[src/common/core_pkg.sv]
// core shared definitions
package core_pkg;

    // widths that carry a meaning
    typedef logic [31:0] data_t;
    typedef logic [31:0] addr_t;
    typedef logic [31:0] instr_t;
    typedef logic [4:0]  reg_sel_t;

    // RV32I major opcodes handled by the core
    typedef enum logic [6:0] {
        OPIMM  = 7'b0010011,
        OP     = 7'b0110011,
        LOAD   = 7'b0000011,
        STORE  = 7'b0100011,
        BRANCH = 7'b1100011,
        LUI    = 7'b0110111,
        AUIPC  = 7'b0010111,
        JAL    = 7'b1101111,
        JALR   = 7'b1100111
    } opcode_e;

    typedef enum logic [3:0] {
        ADD,
        SUB,
        SLL,
        SLT,
        SLTU,
        XOR,
        SRL,
        SRA,
        OR,
        AND
    } alu_op_e;

    // one instruction split into the fields the core acts on
    typedef struct packed {
        opcode_e    opcode;
        logic [2:0] funct3;
        reg_sel_t   rd;
        reg_sel_t   rs1;
        reg_sel_t   rs2;
        alu_op_e    alu_op;
        // second ALU operand comes from imm instead of rs2
        logic       use_imm;
        data_t      imm;
    } decoded_t;

    // EXEC covers both the fetch wait and the execute cycle
    typedef enum logic [1:0] {
        FETCH,
        EXEC,
        MEM,
        HALTED
    } core_state_e;

    // first fetch address after reset
    localparam addr_t reset_pc = 32'd128;

    // stores to these addresses never reach memory
    localparam addr_t out_addr  = 32'd1000000;
    localparam addr_t halt_addr = 32'd1000004;

endpackage
[src/source/core_top.sv]
// RV32I multi-cycle core
`timescale 1ns/1ps

module core_top import core_pkg::*; #(
    parameter int num_regs = 32
) (
    input  logic  clk,
    input  logic  rst,

    output addr_t mem_addr,
    output data_t mem_wr_data,
    output logic  mem_rd_req,
    output logic  mem_wr_req,
    input  data_t mem_rd_data,
    input  logic  mem_ack,

    output data_t out,
    output logic  outen,
    output logic  halt
);

    instr_t   instr;
    decoded_t dec;
    data_t    rs1_data;
    data_t    rs2_data;
    data_t    alu_a;
    data_t    alu_b;
    data_t    alu_result;
    logic     branch_taken;
    logic     wr_en;
    reg_sel_t wr_sel;
    data_t    wr_data;

    core_control core_control_i (
        .clk          (clk),
        .rst          (rst),
        .mem_addr     (mem_addr),
        .mem_wr_data  (mem_wr_data),
        .mem_rd_req   (mem_rd_req),
        .mem_wr_req   (mem_wr_req),
        .mem_rd_data  (mem_rd_data),
        .mem_ack      (mem_ack),
        .out          (out),
        .outen        (outen),
        .halt         (halt),
        .instr        (instr),
        .dec          (dec),
        .rs1_data     (rs1_data),
        .rs2_data     (rs2_data),
        .alu_a        (alu_a),
        .alu_b        (alu_b),
        .alu_result   (alu_result),
        .branch_taken (branch_taken),
        .wr_en        (wr_en),
        .wr_sel       (wr_sel),
        .wr_data      (wr_data)
    );

    instr_decode instr_decode_i (
        .instr (instr),
        .dec   (dec)
    );

    alu alu_i (
        .op           (dec.alu_op),
        .funct3       (dec.funct3),
        .a            (alu_a),
        .b            (alu_b),
        .result       (alu_result),
        .branch_taken (branch_taken)
    );

    register_file #(
        .num_regs (num_regs)
    ) register_file_i (
        .clk      (clk),
        .rst      (rst),
        .rs1_sel  (dec.rs1),
        .rs2_sel  (dec.rs2),
        .rs1_data (rs1_data),
        .rs2_data (rs2_data),
        .wr_en    (wr_en),
        .wr_sel   (wr_sel),
        .wr_data  (wr_data)
    );

endmodule

[src/control/core_control.sv]
// core control FSM
`timescale 1ns/1ps

module core_control import core_pkg::*; (
    input  logic     clk,
    input  logic     rst,

    output addr_t    mem_addr,
    output data_t    mem_wr_data,
    output logic     mem_rd_req,
    output logic     mem_wr_req,
    input  data_t    mem_rd_data,
    input  logic     mem_ack,

    output data_t    out,
    output logic     outen,
    output logic     halt,

    output instr_t   instr,
    input  decoded_t dec,
    input  data_t    rs1_data,
    input  data_t    rs2_data,
    output data_t    alu_a,
    output data_t    alu_b,
    input  data_t    alu_result,
    input  logic     branch_taken,
    output logic     wr_en,
    output reg_sel_t wr_sel,
    output data_t    wr_data
);

    core_state_e state;
    core_state_e state_next;
    addr_t       pc;
    addr_t       pc_next;
    addr_t       pc_plus4;
    addr_t       branch_target;
    addr_t       jump_target;
    addr_t       fetch_pc;
    logic        issue_fetch;
    logic        instr_valid;
    logic        fetch_done;
    logic        execute;

    // EXEC waits for the fetch ack, then acts on the latched word one cycle later
    assign fetch_done = (state == EXEC) && !instr_valid && mem_ack;
    assign execute    = (state == EXEC) && instr_valid;

    assign pc_plus4      = pc + 32'd4;
    assign branch_target = pc + dec.imm;
    // JALR clears bit 0, JAL targets are even already
    assign jump_target   = {alu_result[31:1], 1'b0};

    always_comb begin
        case (dec.opcode)
            AUIPC, JAL: alu_a = pc;
            LUI:        alu_a = '0;
            default:    alu_a = rs1_data;
        endcase
    end

    assign alu_b = dec.use_imm ? dec.imm : rs2_data;

    always_comb begin
        state_next  = state;
        pc_next     = pc;
        fetch_pc    = pc_plus4;
        issue_fetch = 1'b0;
        mem_addr    = '0;
        mem_wr_data = '0;
        mem_rd_req  = 1'b0;
        mem_wr_req  = 1'b0;
        out         = '0;
        outen       = 1'b0;
        wr_en       = 1'b0;
        wr_sel      = dec.rd;
        wr_data     = alu_result;
        case (state)
            FETCH: begin
                fetch_pc    = pc;
                issue_fetch = 1'b1;
            end
            EXEC: begin
                if (execute) begin
                    case (dec.opcode)
                        OPIMM, OP, LUI, AUIPC: begin
                            wr_en       = 1'b1;
                            issue_fetch = 1'b1;
                        end
                        JAL, JALR: begin
                            wr_en       = 1'b1;
                            wr_data     = pc_plus4;
                            fetch_pc    = jump_target;
                            issue_fetch = 1'b1;
                        end
                        BRANCH: begin
                            fetch_pc    = branch_taken ? branch_target : pc_plus4;
                            issue_fetch = 1'b1;
                        end
                        LOAD: begin
                            mem_addr   = alu_result;
                            mem_rd_req = 1'b1;
                            pc_next    = pc_plus4;
                            state_next = MEM;
                        end
                        STORE: begin
                            if (alu_result == out_addr) begin
                                out         = rs2_data;
                                outen       = 1'b1;
                                issue_fetch = 1'b1;
                            end else if (alu_result == halt_addr) begin
                                state_next = HALTED;
                            end else begin
                                mem_addr    = alu_result;
                                mem_wr_data = rs2_data;
                                mem_wr_req  = 1'b1;
                                pc_next     = pc_plus4;
                                state_next  = MEM;
                            end
                        end
                        default: begin
                            // unknown opcode
                            state_next = HALTED;
                        end
                    endcase
                end
            end
            MEM: begin
                if (mem_ack) begin
                    wr_en      = (dec.opcode == LOAD);
                    wr_data    = mem_rd_data;
                    state_next = FETCH;
                end
            end
            default: begin
                // halted until reset, no requests
            end
        endcase

        if (issue_fetch) begin
            mem_addr   = fetch_pc;
            mem_rd_req = 1'b1;
            pc_next    = fetch_pc;
            state_next = EXEC;
        end
    end

    always_ff @(posedge clk or negedge rst) begin
        if (!rst) begin
            state       <= FETCH;
            pc          <= reset_pc;
            instr       <= '0;
            instr_valid <= 1'b0;
            halt        <= 1'b0;
        end else begin
            state <= state_next;
            pc    <= pc_next;
            halt  <= (state_next == HALTED);
            if (fetch_done) begin
                instr       <= mem_rd_data;
                instr_valid <= 1'b1;
            end else if (execute) begin
                instr_valid <= 1'b0;
            end
        end
    end

endmodule

[src/source/register_file.sv]
// integer register file
`timescale 1ns/1ps

module register_file import core_pkg::*; #(
    parameter int num_regs = 32
) (
    input  logic     clk,
    input  logic     rst,
    input  reg_sel_t rs1_sel,
    input  reg_sel_t rs2_sel,
    output data_t    rs1_data,
    output data_t    rs2_data,
    input  logic     wr_en,
    input  reg_sel_t wr_sel,
    input  data_t    wr_data
);

    data_t regs [num_regs];

    // x0 is cleared by reset and never written, so reads need no special case
    assign rs1_data = regs[rs1_sel];
    assign rs2_data = regs[rs2_sel];

    always_ff @(posedge clk or negedge rst) begin
        if (!rst) begin
            for (int i = 0; i < num_regs; i++) begin
                regs[i] <= '0;
            end
        end else if (wr_en && wr_sel != '0) begin
            regs[wr_sel] <= wr_data;
        end
    end

endmodule

[src/source/alu.sv]
// integer ALU
`timescale 1ns/1ps

module alu import core_pkg::*; (
    input  alu_op_e    op,
    input  logic [2:0] funct3,
    input  data_t      a,
    input  data_t      b,
    output data_t      result,
    output logic       branch_taken
);

    logic [4:0] shamt;
    logic       equal;

    // only the low five bits shift, for both register and immediate forms
    assign shamt = b[4:0];
    assign equal = (a == b);

    always_comb begin
        case (op)
            ADD:     result = a + b;
            SUB:     result = a - b;
            SLL:     result = a << shamt;
            SLT:     result = {31'b0, $signed(a) < $signed(b)};
            SLTU:    result = {31'b0, a < b};
            XOR:     result = a ^ b;
            SRL:     result = a >> shamt;
            SRA:     result = data_t'($signed(a) >>> shamt);
            OR:      result = a | b;
            AND:     result = a & b;
            default: result = a + b;
        endcase
    end

    // funct3 bit 0 inverts the condition: BNE, BGE and BGEU
    always_comb begin
        case (funct3[2:1])
            2'b00: begin
                branch_taken = equal ^ funct3[0];
            end
            2'b10, 2'b11: begin
                // decode picked SLT or SLTU for these
                branch_taken = result[0] ^ funct3[0];
            end
            default: begin
                // funct3 010 and 011 are not branches
                branch_taken = 1'b0;
            end
        endcase
    end

endmodule

[src/source/instr_decode.sv]
// instruction decoder
`timescale 1ns/1ps

module instr_decode import core_pkg::*; (
    input  instr_t   instr,
    output decoded_t dec
);

    data_t imm_i;
    data_t imm_s;
    data_t imm_b;
    data_t imm_u;
    data_t imm_j;

    // alt selects SUB or SRA for the shared funct3 codes
    function automatic alu_op_e arith_op(input logic [2:0] funct3, input logic alt);
        alu_op_e op;
        case (funct3)
            3'b000:  op = alt ? SUB : ADD;
            3'b001:  op = SLL;
            3'b010:  op = SLT;
            3'b011:  op = SLTU;
            3'b100:  op = XOR;
            3'b101:  op = alt ? SRA : SRL;
            3'b110:  op = OR;
            default: op = AND;
        endcase
        return op;
    endfunction

    assign imm_i = {{20{instr[31]}}, instr[31:20]};
    assign imm_s = {{20{instr[31]}}, instr[31:25], instr[11:7]};
    assign imm_b = {{19{instr[31]}}, instr[31], instr[7], instr[30:25], instr[11:8], 1'b0};
    assign imm_u = {instr[31:12], 12'b0};
    assign imm_j = {{11{instr[31]}}, instr[31], instr[19:12], instr[20], instr[30:21], 1'b0};

    always_comb begin
        dec.opcode  = opcode_e'(instr[6:0]);
        dec.funct3  = instr[14:12];
        dec.rd      = instr[11:7];
        dec.rs1     = instr[19:15];
        dec.rs2     = instr[24:20];
        dec.alu_op  = ADD;
        dec.use_imm = 1'b1;
        dec.imm     = imm_i;
        case (opcode_e'(instr[6:0]))
            // no SUBI, so only the shift-right code looks at bit 30
            OPIMM: dec.alu_op = arith_op(instr[14:12], instr[30] && instr[14:12] == 3'b101);
            OP: begin
                dec.alu_op  = arith_op(instr[14:12], instr[30]);
                dec.use_imm = 1'b0;
            end
            STORE: dec.imm = imm_s;
            BRANCH: begin
                // compare of rs1 and rs2, the target adder lives in control
                dec.alu_op  = instr[13] ? SLTU : SLT;
                dec.use_imm = 1'b0;
                dec.imm     = imm_b;
            end
            LUI, AUIPC: dec.imm = imm_u;
            JAL: dec.imm = imm_j;
            default: begin
                // LOAD and JALR keep the I-type defaults
            end
        endcase
    end

endmodule

[config.mk]
export PLATFORM = sky130hd
export DESIGN_NAME = core_top
export DESIGN_NICKNAME = d
export VERILOG_FILES = /design/src/common/core_pkg.sv /design/src/source/core_top.sv /design/src/control/core_control.sv /design/src/source/register_file.sv /design/src/source/alu.sv /design/src/source/instr_decode.sv
export SDC_FILE = /design/constraint.sdc
export NUM_CORES = 2
export LEC_CHECK = 0
export BUFFER_PORTS_ARGS = -buffer_cell sky130_fd_sc_hd__buf_2
export CORE_ASPECT_RATIO = 1.25
export CORE_MARGIN = 2
export CORE_UTILIZATION = 55
export CTS_BUF_LIST = sky130_fd_sc_hd__clkbuf_4
export DETAILED_ROUTE_END_ITERATION = 8
export PLACE_DENSITY_LB_ADDON = 0.2
export SETUP_SLACK_MARGIN = 0.15
export SYNTH_ARGS = -nofsm -noshare
export SYNTH_HDL_FRONTEND = slang
export SYNTH_HIERARCHICAL = 1
export SYNTH_SLANG_ARGS = --single-unit
[constraint.sdc]
create_clock -name clk -period 7.25 [get_ports clk]
set_input_delay 0 -clock clk [delete_from_list [all_inputs] [get_ports clk]]
set_output_delay 0 -clock clk [all_outputs]
set_load 0.02 [all_outputs]
==> flow_metrics.py <==
metrics = {
    "clock_network": {
        "numCtsBuffers": 300,
        "clkLatencyLatePin_ns": 1.31,
        "clk_path_buf_depth": 4,
        "htree_levels": 5,
        "cts-root-buf": "clkbuf_4",
        "clock_sinks": 1092,
        "path_clk_slew_ns": 0.06,
        "cts_tree": "yes",
    },
    "critical_path": {
        "ff2ff_path_depth": 34,
        "required_ns": 7.25,
        "slowest_delay_ns": 0.53,
        "cp.arrival_ns": 8.22,
        "start_kind": "register",
        "crit_path_end_kind": "primary output",
        "rr_startpoint": "core_control_i/instr[20]",
        "startpoint": "core_control_i/instr[20]",
        "timing_worst_setup_path_type": "reg2out",
        "cp_common_cell": "buf_12",
        "worst-path-max-fanout": 5,
        "slowest_stage": "or4_4",
        "setup.worst_path.end": "out[22]",
        "rrSetupSlack_ns": 0.10,
        "r2r_end": "core_control_i/halt",
    },
    "detailed_routing": {
        "drt_pass1_iterations": 6,
        "vias_per_cell": 6.85,
        "dr_total_vias": 69400,
        "drcViolationCount": 0,
        "postRouteAntennaNets": 0,
        "avgRoutedWirePerCell_um": 32.5,
        "detail_route.wirelength_um": 329000,
        "dr.first_iter.drc_count": 7577,
    },
    "synthesis": {
        "seq_area_frac_synth_pct": 36.7,
        "yosysTopAreaCellShare_pct": 36.7,
        "syn_nets": 7465,
        "synthTopCellsByCount": "1091 x dfrtp_1, 1090 x mux2i_1, 1086 x mux2_2",
        "synth.distinct_cells": 109,
        "synth_area_sq_um": 74400,
        "synth_top_family_by_area": "multiplexers",
        "yosysTopAreaCell": "dfrtp_1",
        "synth_edf_count": 0,
        "synth-simple-area-share_pct": 9.32,
        "synth_compound_area_share_pct": 14.0,
        "synthAdderAreaFrac_pct": 2.30,
        "synthMostInstantiatedCell": "dfrtp_1",
        "synth_cells": 7295,
        "synth_warnings": 6,
        "synth-async-reset-ratio_pct": 100,
        "muxShareOfSynthArea_pct": 31.9,
        "avgSynthCellArea_sq_um": 10.2,
        "synth_flop_cell": "dfrtp_1",
        "synthXorXnorAreaFrac_pct": 0.553,
        "ys_ff_latch": 1092,
        "synth_area_leaders": "dfrtp_1 37%, mux2_2 16%, mux2i_1 15%",
    },
    "placement": {
        "io_buffers": 134,
        "dp_hpwl_um": 222000,
        "dp_slack_ns": -0.136,
        "gp_congestion": 1.08,
    },
    "sta": {
        "slew_viol_final": 0,
        "max_freq_ghz": 0.122,
        "worst_slack_ns": -0.969,
        "period_needed_ns": 8.22,
        "rsz0062_at_grt": "yes",
        "final_hold_viol_count": 0,
        "tightest_slew_ns": 1.38,
        "setup_tns_ns": -86.57,
        "slew_headroom_pct": 8.31,
        "fin_crit_sh_pct": 113,
        "worst_clock_skew_ns": 0.115,
        "setup_viol": 99,
    },
    "floorplanning": {
        "rows": 150,
        "pin_count": 135,
        "coreArea_sq_um": 134000,
        "floorplan.die_area_sq_um": 138000,
        "initial_core_util_pct": 55.5,
        "die_w_um": 333,
        "fp.dieH_um": 415,
    },
    "job": {
        "max_cap_viol_count": 0,
    },
    "final_layout": {
        "seq_area_sq_um": 27300,
        "fin_nets": 8376,
        "area_delta_synth_final_pct": 23.1,
        "fill_cells": 10400,
        "multi_input_area_sq_um": 45200,
        "drive_gt1_share_pct": 38.4,
    },
    "power": {
        "p_per_area_nw_per_um2": 127,
        "p_leak_nw": 40.5,
        "power_mw": 11.6,
        "peakVddDrop_mv": 0.176,
    },
    "global_routing": {
        "grt_pass1_wl_um": 473000,
        "antenna_found_initial": 15,
        "grt_pass1_vias": 69000,
        "grt_start_max_net_pins": 151,
        "grt-ovfl-total": 0,
        "grt_use_total_pct": 46.4,
    },
    "outcome": {
        "status": "finished with violations",
        "violations": "setup timing",
    },
    "hold_path": {
        "min_from": "mem_rd_data[29]",
        "hold_class": "in2reg",
    },
}
[how the worst min path moves through the flow]
stage	end	cells after the start	slack, ns
final	register_file_i/regs[829]	6	0.13
after global routing	register_file_i/regs[989]	6	0.12
after CTS	register_file_i/regs[477]	6	0.04
after detailed placement	register_file_i/regs[837]	1	0.11
after global placement	register_file_i/regs[773]	1	0.1
after floorplan	core_control_i/halt	0	-0.30
[state kept, by name (all words and copies together) (netlist names)]
signal                      cells
register_file_i/regs         1024
core_control_i/instr_valid      1
core_control_i/instr           32
core_control_i/halt             1
core_control_i/pc              32
core_control_i/state            2
[kinds of logic after synthesis]
group                    Yosys count
adder cells (fa/ha/maj)          135
XOR/XNOR                          47
AO/OA/AOI/OAI                   1541
flip-flops                      1092
buffers and inverters            844
multiplexers                    2206
AND/OR/NAND/NOR                 1430
[timing repair]
item                                    4_1_cts  5_1_grt
pin swaps                                    68       49
cloned                                       19        6
endpoints found under the hold margin      1651        0
endpoints found under the setup margin      131      130
gates resized for setup                     445      290
buffers inserted                             89       39
hold buffers                                102        0
[metrics by stage]
step / hold slack, ns / area, sq um / cells / utilization (%)
finish: 0.134 / 91600 / 10100 / 68.4
detailed placement: 0.105 / 82400 / 9397 / 61.5
floorplan: -0.296 / 74400 / 7295 / -
global route: 0.119 / 91600 / 10100 / 68.4
global placement: 0.0983 / 82400 / 9397 / 61.5
CTS: 0.0429 / 90000 / 10100 / 67.2
[layout by cell type (no fill, tap or decap), drive strengths merged, types with 26 or more instances in the layout]
master / Yosys / layout
a211oi: 40 / 40
a21o: 55 / 55
a21oi: 404 / 404
a221oi: 29 / 29
a22o: 171 / 171
a22oi: 237 / 237
a31oi: 103 / 103
and2: 85 / 85
buf: 358 / 1214
clkbuf: 363 / 426
clkinv: 2 / 48
dfrtp: 1091 / 1091
dlygate4sd3: 0 / 101
ha: 132 / 132
inv: 121 / 125
mux2: 1094 / 1094
mux2i: 1090 / 1090
nand2: 480 / 480
nand2b: 26 / 26
nand3: 242 / 242
nand4: 26 / 26
nor2: 267 / 267
nor2b: 31 / 31
nor3: 121 / 121
o211ai: 39 / 39
o21ai: 218 / 218
xnor2: 29 / 29
[power breakdown]
part | total [mW] | switching, mW | internal, mW
Combinational | 0.201 | 0.159 | 0.0421
Sequential | 6.09 | 0 | 6.09
Clock | 5.35 | 2.64 | 2.71
Total | 11.6 | 2.80 | 8.84
[area by class of cell]
type	instances	share of cell area, %
well taps	1748	2.39
flip-flops and latches	1092	29.8
diodes	8	0.0219
repair buffers	1330	14.1
clock buffers	420	3.44
multi-input cells	5359	49.4
inverters	123	0.508
clock inverters	52	0.285
[metal layers]
layer | GRT usage (%) | part of all wire, % | vias to the layer above
li1 | - | - | 29000
met1 | 55.9 | 36 | 34600
met2 | 70.7 | 44 | 4403
met3 | 11.1 | 9.4 | 1391
met4 | 38.1 | 9.8 | 8
met5 | 0 | 0.014 | -
[worst max-delay path, delay by kind of cell, from the launching register on]
family          cells  cell delay [ns]
compound gates      7             1.61
fa+ha+maj           1             0.21
buf+inv            13             1.69
flops               1             0.41
mux                 1             0.22
simple gates       12             2.76
Power figures use the tool's default switching activity.
